### config.mk
export PLATFORM = sky130hd
export DESIGN_NAME = rename_dispatch_top
export DESIGN_NICKNAME = d
export VERILOG_FILES = /design/src/verilog/rename_pkg.sv /design/src/verilog/dispatch_ctrl.sv /design/src/verilog/entry_builder.sv /design/src/verilog/free_list.sv /design/src/verilog/inst_queue.sv /design/src/verilog/rename_dispatch_top.sv /design/src/verilog/rename_table.sv /design/src/verilog/rob_tag_counter.sv
export SDC_FILE = /design/constraint.sdc
export NUM_CORES = 2
export LEC_CHECK = 0
export ABC_AREA = 1
export BUFFER_PORTS_ARGS = -buffer_cell sky130_fd_sc_hd__buf_2
export CORE_ASPECT_RATIO = 0.8
export CORE_UTILIZATION = 60
export CTS_CLUSTER_SIZE = 25
export DETAILED_ROUTE_END_ITERATION = 10
export MAX_ROUTING_LAYER = met4
export PLACE_DENSITY = 0.8
export REMOVE_ABC_BUFFERS = 1
export SETUP_SLACK_MARGIN = 0.4
export SLEW_MARGIN = 15
export SYNTH_ARGS = -nofsm -noshare
export SYNTH_HDL_FRONTEND = slang
export SYNTH_SLANG_ARGS = --single-unit
### constraint.sdc
create_clock -name clk -period 11.1 [get_ports clk]
set_clock_uncertainty 0.15 [all_clocks]
set_input_delay 2.775 -clock clk [delete_from_list [all_inputs] [get_ports clk]]
set_output_delay 2.775 -clock clk [all_outputs]
set_load 0.005 [all_outputs]
### src/verilog/rename_pkg.sv
// Shared types for rename and dispatch; rob_tag_t must stay $clog2(ROB_DEPTH) bits wide
package rename_pkg;

    // Register file sizes
    localparam int ARCH_REGS = 32;
    localparam int PHYS_REGS = 64;

    // Architectural register index, x0 to x31
    typedef logic [4:0] arch_reg_t;

    // Physical register index, p0 to p63
    typedef logic [5:0] phys_reg_t;

    // ROB tag, sized for the default ROB_DEPTH of 8
    // Widen this together with ROB_DEPTH in the top level
    typedef logic [2:0] rob_tag_t;

    // Decoded instruction as it leaves decode
    typedef struct packed {
        logic [31:0] pc;
        logic [31:0] inst;
        arch_reg_t   rs1;
        arch_reg_t   rs2;
        arch_reg_t   rd;
        // Writes a destination register
        logic        has_rd;
        // Source operands actually read
        logic        uses_rs1;
        logic        uses_rs2;
        logic        is_store;
        // Byte enables of a store
        logic [3:0]  wmask;
    } decoded_inst_t;

    // Entry handed to the reservation station and the ROB
    typedef struct packed {
        decoded_inst_t inst;
        rob_tag_t      rob_tag;
        // Renamed sources
        phys_reg_t     prs1;
        phys_reg_t     prs2;
        // New destination and the mapping it replaces
        phys_reg_t     prd;
        // Freed at commit
        phys_reg_t     old_prd;
        logic          src1_ready;
        logic          src2_ready;
    } dispatch_entry_t;

endpackage

### src/verilog/dispatch_ctrl.sv
// One store in flight at a time; dispatch resumes only on a store commit
`timescale 1ns/1ps

module dispatch_ctrl (
    input  logic clk,
    input  logic rst,
    input  logic iq_empty,
    input  logic fl_empty,
    input  logic rob_full,
    input  logic rs_full,
    input  logic cur_is_store,
    input  logic commit_store,
    output logic pop,
    output logic dispatch_valid
);

    typedef enum logic {
        RUN,
        STORE_WAIT
    } dispatch_state_t;

    dispatch_state_t state;
    dispatch_state_t state_next;
    logic            store_out;

    // A store leaves this cycle
    assign store_out = dispatch_valid && cur_is_store;

    // Pop both queues together when every resource is there
    always_comb begin
        pop = !iq_empty && !fl_empty && !rs_full && !rob_full;
        // Nothing may follow a store until it commits
        if (state == STORE_WAIT || store_out) begin
            pop = 1'b0;
        end
    end

    always_comb begin
        state_next = state;
        case (state)
            RUN: begin
                if (store_out) begin
                    state_next = STORE_WAIT;
                end
            end
            STORE_WAIT: begin
                if (commit_store) begin
                    state_next = RUN;
                end
            end
            default: begin
                state_next = RUN;
            end
        endcase
    end

    always_ff @(posedge clk) begin
        if (rst) begin
            state          <= RUN;
            dispatch_valid <= 1'b0;
        end else begin
            state <= state_next;
            // Queue heads hold the popped values one cycle later
            dispatch_valid <= pop;
        end
    end

endmodule

### src/verilog/entry_builder.sv
// Purely combinational; output is meaningful only while dispatch_valid is high
`timescale 1ns/1ps

module entry_builder
    import rename_pkg::*;
(
    input  decoded_inst_t   inst,
    input  rob_tag_t        tag,
    input  phys_reg_t       prs1,
    input  phys_reg_t       prs2,
    input  phys_reg_t       old_prd,
    input  phys_reg_t       prd,
    input  logic            rs1_ready,
    input  logic            rs2_ready,
    input  logic            wb_valid,
    input  phys_reg_t       wb_preg,
    output dispatch_entry_t entry
);

    logic renames;
    logic wb_hit1;
    logic wb_hit2;

    // Only a real destination changes the map
    assign renames = inst.has_rd && (inst.rd != '0);

    // Writeback in this cycle has not reached the ready table yet
    assign wb_hit1 = wb_valid && (wb_preg == prs1);
    assign wb_hit2 = wb_valid && (wb_preg == prs2);

    always_comb begin
        entry.inst    = inst;
        entry.rob_tag = tag;
        entry.prs1    = prs1;
        entry.prs2    = prs2;
        entry.prd     = prd;

        // Without a rename the popped register itself is freed at commit
        entry.old_prd = renames ? old_prd : prd;

        // Unused sources and x0 never wait
        entry.src1_ready = !inst.uses_rs1 || (inst.rs1 == '0) || rs1_ready || wb_hit1;
        entry.src2_ready = !inst.uses_rs2 || (inst.rs2 == '0) || rs2_ready || wb_hit2;
    end

endmodule

### src/verilog/free_list.sv
// Holds p32..p63 after reset; releases beyond capacity are dropped, head valid after a pop
`timescale 1ns/1ps

module free_list
    import rename_pkg::*;
(
    input  logic      clk,
    input  logic      rst,
    input  logic      pop,
    output phys_reg_t head,
    input  logic      release_en,
    input  phys_reg_t release_preg,
    output logic      empty
);

    // Only the registers above the architectural set start free
    localparam int FL_DEPTH = PHYS_REGS - ARCH_REGS;
    localparam int PTR_W = $clog2(FL_DEPTH);
    localparam int CNT_W = $clog2(FL_DEPTH + 1);

    phys_reg_t        slots [FL_DEPTH];
    logic [PTR_W-1:0] wr_ptr;
    logic [PTR_W-1:0] rd_ptr;
    logic [CNT_W-1:0] count;
    logic             do_pop;
    logic             do_release;

    assign empty      = (count == '0);
    assign do_pop     = pop && !empty;
    assign do_release = release_en && (count != CNT_W'(FL_DEPTH));

    always_ff @(posedge clk) begin
        if (rst) begin
            // Buffer starts full so the write pointer wraps back to zero
            for (int i = 0; i < FL_DEPTH; i++) begin
                slots[i] <= phys_reg_t'(ARCH_REGS + i);
            end
            wr_ptr <= '0;
            rd_ptr <= '0;
            count  <= CNT_W'(FL_DEPTH);
        end else begin
            // Committed register goes back at the tail
            if (do_release) begin
                slots[wr_ptr] <= release_preg;
                wr_ptr        <= wr_ptr + 1'b1;
            end
            if (do_pop) begin
                rd_ptr <= rd_ptr + 1'b1;
            end
            if (do_release && !do_pop) begin
                count <= count + 1'b1;
            end else if (do_pop && !do_release) begin
                count <= count - 1'b1;
            end
        end
    end

    // Head register follows the pop, like the instruction queue
    always_ff @(posedge clk) begin
        if (do_pop) begin
            head <= slots[rd_ptr];
        end
    end

endmodule

### src/verilog/inst_queue.sv
// Pushes while full and pops while empty are dropped; head is valid the cycle after a pop
`timescale 1ns/1ps

module inst_queue
    import rename_pkg::*;
#(
    parameter int IQ_DEPTH = 8
) (
    input  logic          clk,
    input  logic          rst,
    input  logic          push,
    input  decoded_inst_t push_inst,
    input  logic          pop,
    output decoded_inst_t head,
    output logic          empty,
    output logic          full
);

    localparam int PTR_W = (IQ_DEPTH > 1) ? $clog2(IQ_DEPTH) : 1;
    localparam int CNT_W = $clog2(IQ_DEPTH + 1);
    localparam logic [PTR_W-1:0] LAST_SLOT = PTR_W'(IQ_DEPTH - 1);

    // Instruction storage, no reset
    decoded_inst_t    slots [IQ_DEPTH];
    logic [PTR_W-1:0] wr_ptr;
    logic [PTR_W-1:0] rd_ptr;
    logic [CNT_W-1:0] count;
    logic             do_push;
    logic             do_pop;

    assign empty = (count == '0);
    assign full  = (count == CNT_W'(IQ_DEPTH));

    // Ignore requests that would break the buffer
    assign do_push = push && !full;
    assign do_pop  = pop && !empty;

    // Pointers and occupancy
    always_ff @(posedge clk) begin
        if (rst) begin
            wr_ptr <= '0;
            rd_ptr <= '0;
            count  <= '0;
        end else begin
            if (do_push) begin
                wr_ptr <= (wr_ptr == LAST_SLOT) ? '0 : wr_ptr + 1'b1;
            end
            if (do_pop) begin
                rd_ptr <= (rd_ptr == LAST_SLOT) ? '0 : rd_ptr + 1'b1;
            end
            // Push and pop together keep the count
            if (do_push && !do_pop) begin
                count <= count + 1'b1;
            end else if (do_pop && !do_push) begin
                count <= count - 1'b1;
            end
        end
    end

    // Storage write and registered head
    always_ff @(posedge clk) begin
        if (do_push) begin
            slots[wr_ptr] <= push_inst;
        end
        // Popped instruction presented next cycle
        if (do_pop) begin
            head <= slots[rd_ptr];
        end
    end

endmodule

### src/verilog/rename_dispatch_top.sv
// Single-issue rename and dispatch; fetch must not push while iq_full is high
`timescale 1ns/1ps

module rename_dispatch_top
    import rename_pkg::*;
#(
    parameter int IQ_DEPTH  = 8,
    parameter int ROB_DEPTH = 8
) (
    input  logic            clk,
    input  logic            rst,
    input  logic            fetch_valid,
    input  decoded_inst_t   fetch_inst,
    output logic            iq_full,
    input  logic            rs_full,
    input  logic            wb_valid,
    input  phys_reg_t       wb_preg,
    input  logic            commit_valid,
    input  phys_reg_t       commit_old_prd,
    input  logic            commit_is_store,
    output logic            dispatch_valid,
    output dispatch_entry_t dispatch_entry
);

    decoded_inst_t iq_head;
    logic          iq_empty;
    phys_reg_t     fl_head;
    logic          fl_empty;
    logic          pop;
    phys_reg_t     prs1;
    phys_reg_t     prs2;
    phys_reg_t     old_prd;
    logic          rs1_ready;
    logic          rs2_ready;
    rob_tag_t      rob_tag;
    logic          rob_full;

    // Decoded instructions waiting for dispatch
    inst_queue #(.IQ_DEPTH(IQ_DEPTH)) u_inst_queue (
        .clk(clk), .rst(rst),
        .push(fetch_valid), .push_inst(fetch_inst),
        .pop(pop), .head(iq_head), .empty(iq_empty), .full(iq_full)
    );

    // Popped in step with the instruction queue, refilled by commits
    free_list u_free_list (
        .clk(clk), .rst(rst), .pop(pop), .head(fl_head),
        .release_en(commit_valid), .release_preg(commit_old_prd), .empty(fl_empty)
    );

    // Map update happens at the end of the dispatch cycle
    rename_table u_rename_table (
        .clk(clk), .rst(rst),
        .rs1(iq_head.rs1), .rs2(iq_head.rs2), .rd(iq_head.rd),
        .prs1(prs1), .prs2(prs2), .old_prd(old_prd),
        .rs1_ready(rs1_ready), .rs2_ready(rs2_ready),
        .rename_en(dispatch_valid && iq_head.has_rd), .new_prd(fl_head),
        .wb_valid(wb_valid), .wb_preg(wb_preg)
    );

    rob_tag_counter #(.ROB_DEPTH(ROB_DEPTH)) u_rob_tag_counter (
        .clk(clk), .rst(rst), .alloc(dispatch_valid), .retire(commit_valid),
        .tag(rob_tag), .full(rob_full)
    );

    dispatch_ctrl u_dispatch_ctrl (
        .clk(clk), .rst(rst),
        .iq_empty(iq_empty), .fl_empty(fl_empty), .rob_full(rob_full), .rs_full(rs_full),
        .cur_is_store(iq_head.is_store), .commit_store(commit_valid && commit_is_store),
        .pop(pop), .dispatch_valid(dispatch_valid)
    );

    entry_builder u_entry_builder (
        .inst(iq_head), .tag(rob_tag),
        .prs1(prs1), .prs2(prs2), .old_prd(old_prd), .prd(fl_head),
        .rs1_ready(rs1_ready), .rs2_ready(rs2_ready),
        .wb_valid(wb_valid), .wb_preg(wb_preg), .entry(dispatch_entry)
    );

endmodule

### src/verilog/rename_table.sv
// Reads are combinational and see state before this edge's rename; x0 always maps to p0
`timescale 1ns/1ps

module rename_table
    import rename_pkg::*;
(
    input  logic      clk,
    input  logic      rst,
    input  arch_reg_t rs1,
    input  arch_reg_t rs2,
    input  arch_reg_t rd,
    output phys_reg_t prs1,
    output phys_reg_t prs2,
    output phys_reg_t old_prd,
    output logic      rs1_ready,
    output logic      rs2_ready,
    input  logic      rename_en,
    input  phys_reg_t new_prd,
    input  logic      wb_valid,
    input  phys_reg_t wb_preg
);

    // Architectural to physical map
    phys_reg_t            map [ARCH_REGS];
    // One ready bit per physical register
    logic [PHYS_REGS-1:0] ready;
    logic                 do_rename;

    // Writes to x0 never change its mapping
    assign do_rename = rename_en && (rd != '0);

    // Current mappings for the head instruction
    assign prs1    = map[rs1];
    assign prs2    = map[rs2];
    assign old_prd = map[rd];

    // Ready bits of the mapped sources
    assign rs1_ready = ready[prs1];
    assign rs2_ready = ready[prs2];

    always_ff @(posedge clk) begin
        if (rst) begin
            // Identity map, every register holds a value
            for (int i = 0; i < ARCH_REGS; i++) begin
                map[i] <= phys_reg_t'(i);
            end
            ready <= '1;
        end else begin
            // Writeback marks its register as produced
            if (wb_valid) begin
                ready[wb_preg] <= 1'b1;
            end
            // New destination is pending until its writeback
            // Placed last so the clear wins on the same index
            if (do_rename) begin
                map[rd]        <= new_prd;
                ready[new_prd] <= 1'b0;
            end
        end
    end

endmodule

### src/verilog/rob_tag_counter.sv
// Full looks ahead through this cycle's alloc and retire; tag wraps at ROB_DEPTH
`timescale 1ns/1ps

module rob_tag_counter
    import rename_pkg::*;
#(
    parameter int ROB_DEPTH = 8
) (
    input  logic     clk,
    input  logic     rst,
    input  logic     alloc,
    input  logic     retire,
    output rob_tag_t tag,
    output logic     full
);

    localparam int CNT_W = $clog2(ROB_DEPTH + 1);
    localparam rob_tag_t LAST_TAG = rob_tag_t'(ROB_DEPTH - 1);

    logic [CNT_W-1:0] count;
    logic [CNT_W-1:0] count_next;

    // Occupancy after this edge
    always_comb begin
        count_next = count;
        if (alloc && !retire) begin
            count_next = count + 1'b1;
        end else if (retire && !alloc) begin
            count_next = count - 1'b1;
        end
    end

    // An instruction popped now dispatches next cycle, so judge on the next count
    assign full = (count_next == CNT_W'(ROB_DEPTH));

    always_ff @(posedge clk) begin
        if (rst) begin
            count <= '0;
            tag   <= '0;
        end else begin
            count <= count_next;
            if (alloc) begin
                tag <= (tag == LAST_TAG) ? '0 : tag + 1'b1;
            end
        end
    end

endmodule
**Yosys cells after proc, flatten, opt, wreduce, memory -nomap -nowiden**

Memories as Yosys holds them, arrays and structs flattened. A register that Yosys moved wholly into a read port is not among the register bits.
Index checks and enable logic that the tools add are counted.
W data, S select, Z words.

- Logic and storage cells: 135
- Memories kept: 3
- Flip-flop bits (word level): 99
- Bits in writable memories: 1080

- Eq/ne operators: 8
- $add $sub $neg: 11
- Multiplexer cells: 41
- Reduce and logical (&&, ||, !) cells: 51
- Bitwise logic cells: 4
- Order comparisons: 6

Memories:

| memory | words | bits a word | read ports | clocked after memory_dff | write ports | RTL line | source |
|---|---|---|---|---|---|---|---|
| u_inst_queue.slots | 8 | 87 | 1 | 1 | 1 | inst_queue.sv:24 | `decoded_inst_t slots [IQ_DEPTH];` |
| u_free_list.slots | 32 | 6 | 1 | 1 | 32 | free_list.sv:21 | `phys_reg_t slots [FL_DEPTH];` |
| u_rename_table.map | 32 | 6 | 3 | 0 | 32 | rename_table.sv:24 | `phys_reg_t map [ARCH_REGS];` |

Operator list:

| cell | number |
|---|---|
| $mux W64 | 3 |
| $and A64 B64 Y64 | 1 |
| $not A64 Y64 | 1 |
| $or A64 B64 Y64 | 1 |
| $mux W6 | 5 |
| $lt A6 B7 Y1 const B | 4 |
| $logic_and A1 B1 Y1 | 22 |
| $mux W1 | 19 |
| $mux W4 | 4 |
| $logic_not A1 Y1 | 13 |
| $bmux W1 S6 | 2 |
| $demux W1 S6 | 2 |
| $eq A6 B6 Y1 | 2 |
| $ge A6 B1 Y1 const B | 2 |
| $reduce_or A6 Y1 | 2 |
| $add A5 B1 Y5 const B | 2 |
| $logic_not A5 Y1 | 2 |
| $mux W5 | 2 |
| $add A3 B1 Y3 const B | 3 |
| $eq A3 B3 Y1 const B | 3 |
| $mux W3 | 3 |
| $add A4 B1 Y4 const B | 2 |
| $eq A4 B4 Y1 const B | 2 |
| $sub A4 B1 Y4 const B | 2 |
| other kinds (10) | 17 |

**Depth between registers and ports, before layout**

- Depth in word-level cells: 12
- Depth in mapped cells: 23
- Depth with buffers taken out: 23

**Modules after synthesis**

Synthesis repeated with hierarchy kept, for this count alone.

- Cells, all modules: 6166
- Area total of the unflattened synthesis: 59449.5 sq um

Modules (own cells, without submodules):

| module | times used | seq. area each (sq um) | area each (sq um) | cells each |
|---|---|---|---|---|
| inst_queue | 1 | 23712.7 | 30870.9 | 2492 |
| rename_table | 1 | 7046.8 | 16325.7 | 2185 |
| free_list | 1 | 6266.0 | 10495.1 | 1207 |
| entry_builder | 1 | 0.0 | 1212.4 | 206 |
| rob_tag_counter | 1 | 140.1 | 437.9 | 60 |
| dispatch_ctrl | 1 | 40.0 | 92.6 | 12 |
| rename_dispatch_top | 1 | 0.0 | 15.0 | 4 |

**Worst setup path before layout**

OpenSTA, ideal clock, no wires.

- Path type: input-to-reg
- Start point: in fetch_valid
- End point: mem u_inst_queue.slots[1][0] in the netlist's numbering (enable)
- Stages on the path: 4
- Arrival: 6681 ps
- Required time: 10417 ps
- Path slack: 3736 ps
- Cells stage by stage: nand2_1 > nor2_1 > inv_1 > nor2_1

- Longest elaborated chain between the ends: 3

RTL lines:

| item | RTL line | source |
|---|---|---|
| start, declared | rename_dispatch_top.sv:12 | `input logic fetch_valid,` |
| $logic_and A1 B1 Y1 | inst_queue.sv:35 | `assign do_push = push && !full;` |
| $mux W1 | inst_queue.sv:62 | `if (do_push) begin` |
| $mux W1 (implied by the code) | inst_queue.sv:63 | `slots[wr_ptr] <= push_inst;` |
| end, declared | inst_queue.sv:24 |  |

Every way passes these cells.

==> qor.log <==
qor: detailed_routing.vias_per_cell 6.29
qor: placed_design.finalWeightedCongestion 1.10
qor: timing.drv_slew 0
qor: global_route.grt_pass1_vias 39400
qor: worst_setup_path.critical_path.reg2reg.endpoint u_free_list.rd_ptr[4]
qor: global_route.global_route.usage.total 32.9%
qor: finish.flow.area_growth_from_synthesis 9.43%
qor: global_route.globalRoute.totalOverflow 0
qor: worst_setup_path.worst-setup-path-type flop to output port
qor: placed_design.dp.final_hpwl 94700 µm
qor: die.die-height 277 µm
qor: worst_setup_path.worst-path-max-fanout 57
qor: cts.post_cts.repair.setup_buffers 0
qor: finish.area_of_all_placed_cells_without_fillers 61800 µm²
qor: finish.fill_cells 6758
qor: global_route.grt_antenna_before_repair 25
qor: power_and_ir_drop.power.density_cell_area 247 nW/µm²
qor: worst_setup_path.critPathBufInv 5
qor: placed_design.placed_cells 6617
qor: die.floorplan.die_area 95400 µm²
qor: power_and_ir_drop.cellLeakagePower 22.0 nW
qor: finish.finalNetCount 5639
qor: logic_synthesis.synth_edf_count 1173
qor: logic_synthesis.synthCells 5446
qor: detailed_routing.detailedRoute.firstIterationViolations 6799
qor: min_path.worst_hold_path.num_cells 1
qor: die.count_of_boundary_i_o_pins 224
qor: worst_setup_path.worst_reg2reg_path_startpoint u_dispatch_ctrl.dispatch_valid
qor: cts.tritoncts_clock_tree built
qor: placed_design.numPortBuffers 223
qor: cts.cts.root.buffer_cell clkbuf_16
qor: finish.most-common-layout-cells edfxtp_1, nor2_1, nand2_1
qor: worst_setup_path.timing.critical_path.required 8.18 ns
qor: detailed_routing.detailroute.via_count 43100
qor: cts.htree_num_levels 3
qor: worst_setup_path.critical_path.most_common_cell nand3_1
qor: detailed_routing.count_of_tritonroute_iterations_in_the_first_routing_pass 7
qor: cts.cts_made_buffers 114
qor: worst_setup_path.cpLargestDelayFamily simple AND/OR/NAND/NOR gates
qor: global_route.grt_start_max_net_pins 228
qor: logic_synthesis.synth.top_cells.by_area edfxtp_1, nor2_1, o21ai_0, nand2_1, dfxtp_1
qor: finish.mostFrequentLayoutCell edfxtp_1
qor: placed_design.dpl-instance-area 58100 µm²
qor: worst_setup_path.worstPathCellList buf_4 > inv_2 > buf_4 > nand2_1 > nand3_1 > nand3_1 > nand3_1 > nand2_2 > nand2_2 > inv_2 > nand2_1 > nand3_1 > nand3_1 > nand3_1 > nand3_1 > nand3_1 > nand3_1 > buf_2
qor: worst_setup_path.rrSetupSlack 6.74 ns
qor: worst_setup_path.library_cell_contributing_the_largest_single_delay_on_the_critical_path inv_2
qor: logic_synthesis.synth.distinct_cells 58
qor: placed_design.dp_worst_setup_slack 4.01 ns
qor: cts.ctsHoldBuffers 0
qor: status.status finished, final reports clean
qor: timing.rsz_0062_raised_after_global_routing false
qor: detailed_routing.wl_per_cell 22.9 µm
qor: die.die-width 345 µm
qor: worst_setup_path.critical_path.endpoint_type output port
qor: global_route.first_pass_grt_wire_length 234000 µm
qor: timing.hold_viol 0
qor: logic_synthesis.ys_ff_latch 1272
qor: min_path.min-delay-path-class flop to flop
qor: detailed_routing.finalWirelength 157000 µm
qor: logic_synthesis.asyncSetResetFlopFracSynth 0%
qor: cts.clock-sinks 1272
qor: min_path.hold_start u_dispatch_ctrl.state
qor: timing.final_critical_path_setup_slack 3.15 ns
qor: detailed_routing.detail_route.drc_violations 0
qor: timing.timing.final.crit_period 7.95 ns
qor: worst_setup_path.critical-path-max-stage-delay 0.63 ns
qor: die.effective_utilization_at_floorplan 60.6%
qor: detailed_routing.detail-route-antenna-nets 0
qor: finish.layoutNonFillerInstCount 6852
qor: logic_synthesis.post-synth-top-area-fraction 62.3%
qor: logic_synthesis.area_of_the_mapped_netlist 56500 µm²
qor: logic_synthesis.synthDominantAreaCellType edfxtp_1
qor: worst_setup_path.worst_setup_path_start_kind flop
qor: timing.setup-violations-final 0
qor: logic_synthesis.yosys_warnings 0
qor: min_path.worst_hold_path.endpoint u_dispatch_ctrl.state
qor: worst_setup_path.worst_ep_arrival_time 5.02 ns
qor: job.maxCapViolations 0
qor: cts.clock_insertion_delay_worst_skew 0.72 ns
qor: logic_synthesis.synth_ff_type edfxtp_1
qor: power_and_ir_drop.vdd_drop_max 254 µV
qor: finish.final_layout_size_suffix_gt1_share 9.31%
qor: worst_setup_path.rr_worst_depth 13
qor: die.row_count 100
qor: timing.max_slew.worst_pin.slew 1.19 ns
qor: timing.timing.final.crit_share 71.6%
qor: cts.clk_pin_slew_worst_paths 0.06 ns
qor: die.design.core.area 93200 µm²
qor: logic_synthesis.synth.yosys.seq_area_share 65.8%
qor: timing.fmax 126 MHz
qor: cts.cts_repair_resize_count 0
qor: logic_synthesis.postSynthAreaPerCell 10.4 µm²
qor: cts.max_root_sink_buffers 3
qor: timing.relative_slew_slack 20.2%
## synth_stat cells, types with 3 or more instances
| master | instances |
|---|---|
| a21oi_1 | 196 |
| inv_1 | 298 |
| a211oi_1 | 44 |
| a221oi_1 | 4 |
| nand2_4 | 4 |
| nor3_2 | 3 |
| buf_1 | 11 |
| a22oi_1 | 89 |
| buf_2 | 46 |
| xor2_1 | 9 |
| dfxtp_1 | 99 |
| edfxtp_1 | 1173 |
| nor2_2 | 18 |
| o22ai_1 | 126 |
| nor2_4 | 3 |
| o211ai_1 | 20 |
| o21ai_1 | 27 |
| o221ai_1 | 28 |
| nand2_1 | 754 |
| inv_4 | 3 |
| a2111oi_0 | 3 |
| nand4_1 | 19 |
| a31oi_1 | 99 |
| o21ai_0 | 568 |
| nand3_1 | 306 |
| nand2_2 | 6 |
| inv_2 | 31 |
| buf_6 | 23 |
| buf_4 | 22 |
| clkinv_1 | 8 |
| nor3_1 | 41 |
| nor2_1 | 1079 |
| ha_1 | 21 |
| o2111ai_1 | 4 |
| clkbuf_1 | 232 |
## worst max path at each step
stage	from	endpoint	slack, ns	cells after the start
after floorplan	u_inst_queue.rd_ptr[0]	u_inst_queue.head[0]	-3.98	5
after CTS	u_inst_queue.head[13]	dispatch_entry[0]	3.25	19
after global placement	u_inst_queue.head[13]	dispatch_entry[0]	4.04	19
after detailed placement	u_inst_queue.head[13]	dispatch_entry[0]	4.01	19
after global routing	u_inst_queue.head[13]	dispatch_entry[0]	2.82	19
final	u_inst_queue.head[13]	dispatch_entry[0]	3.15	18
## worst register-to-register path: stages (launching register included)
cell	delay, ns
dfxtp_1	0.65
inv_1	0.23
nand4_1	0.15
o21ai_0	0.11
xor2_1	0.18
inv_1	0.06
nand4_1	0.10
nand2_1	0.47
inv_4	0.69
buf_4	0.89
nand3_1	0.26
nor2_1	0.17
nor2_1	0.06
nor3_1	0.12
## cell type report
| class | instances | area (µm²) | share of cell area (%) |
|---|---|---|---|
| sequential | 1272 | 37200 | 60.2 |
| tap | 1224 | 1530 | 2.48 |
| clock inverter | 63 | 617 | 0.997 |
| timing repair buffer | 278 | 1570 | 2.53 |
| inverter | 341 | 1310 | 2.12 |
| antenna | 22 | 55.1 | 0.0890 |
| multi-input combinational | 3503 | 16500 | 26.7 |
| clock buffer | 149 | 3020 | 4.88 |
## registers in the layout, indices dropped and copies added, names as in the netlist
signal	flops
u_inst_queue.slots	696
u_free_list.slots	192
u_rename_table.map	192
u_inst_queue.head	87
u_rename_table.ready	64
u_free_list.count	6
u_free_list.head	6
u_free_list.rd_ptr	5
u_free_list.wr_ptr	5
u_inst_queue.count	4
u_rob_tag_counter.count	4
u_inst_queue.rd_ptr	3
u_inst_queue.wr_ptr	3
u_rob_tag_counter.tag	3
u_dispatch_ctrl.dispatch_valid	1
u_dispatch_ctrl.state	1
## cell families after synthesis
logic type	count (synthesis)	synth area share (%)
AND/OR/NAND/NOR	2240	16.0
flip-flops	1272	65.8
AO/OA/AOI/OAI	1222	12.3
buffers and inverters	676	5.09
adder cells (fa/ha/maj)	23	0.536
XOR/XNOR	11	0.170
other	1	0.00664
multiplexers	1	0.0177
## per-stage QoR
stage	power, mW	util [%]	setup TNS [ns]	hold WS, ns
2_1_floorplan	9.37	-	-350.28	0.278
3_5_place_dp	11.3	62.4	0	0.316
6_report	15.2	66.4	0	0.332
5_1_grt	15.9	66.3	0	0.370
3_3_place_gp	11.2	62.4	0	0.299
4_1_cts	15.1	66.3	0	0.325
## per-layer routing
layer	up-vias	routed length (µm)	track usage, %
li1	19300	-	-
met2	3029	69400	47.6
met5	-	0	-
met1	20300	60400	45.8
met4	0	5910	12.3
met3	471	21000	7.61
## report_power, final
group	internal [mW]	leakage (nW)	switching, mW	total [mW]
sequential	5.75	11.3	0.289	6.03
clock	2.09	1.75	1.75	3.84
combinational	1.47	8.94	3.90	5.37
total	9.31	22.0	5.94	15.2
No activity file was read; power rests on OpenSTA's default activity.
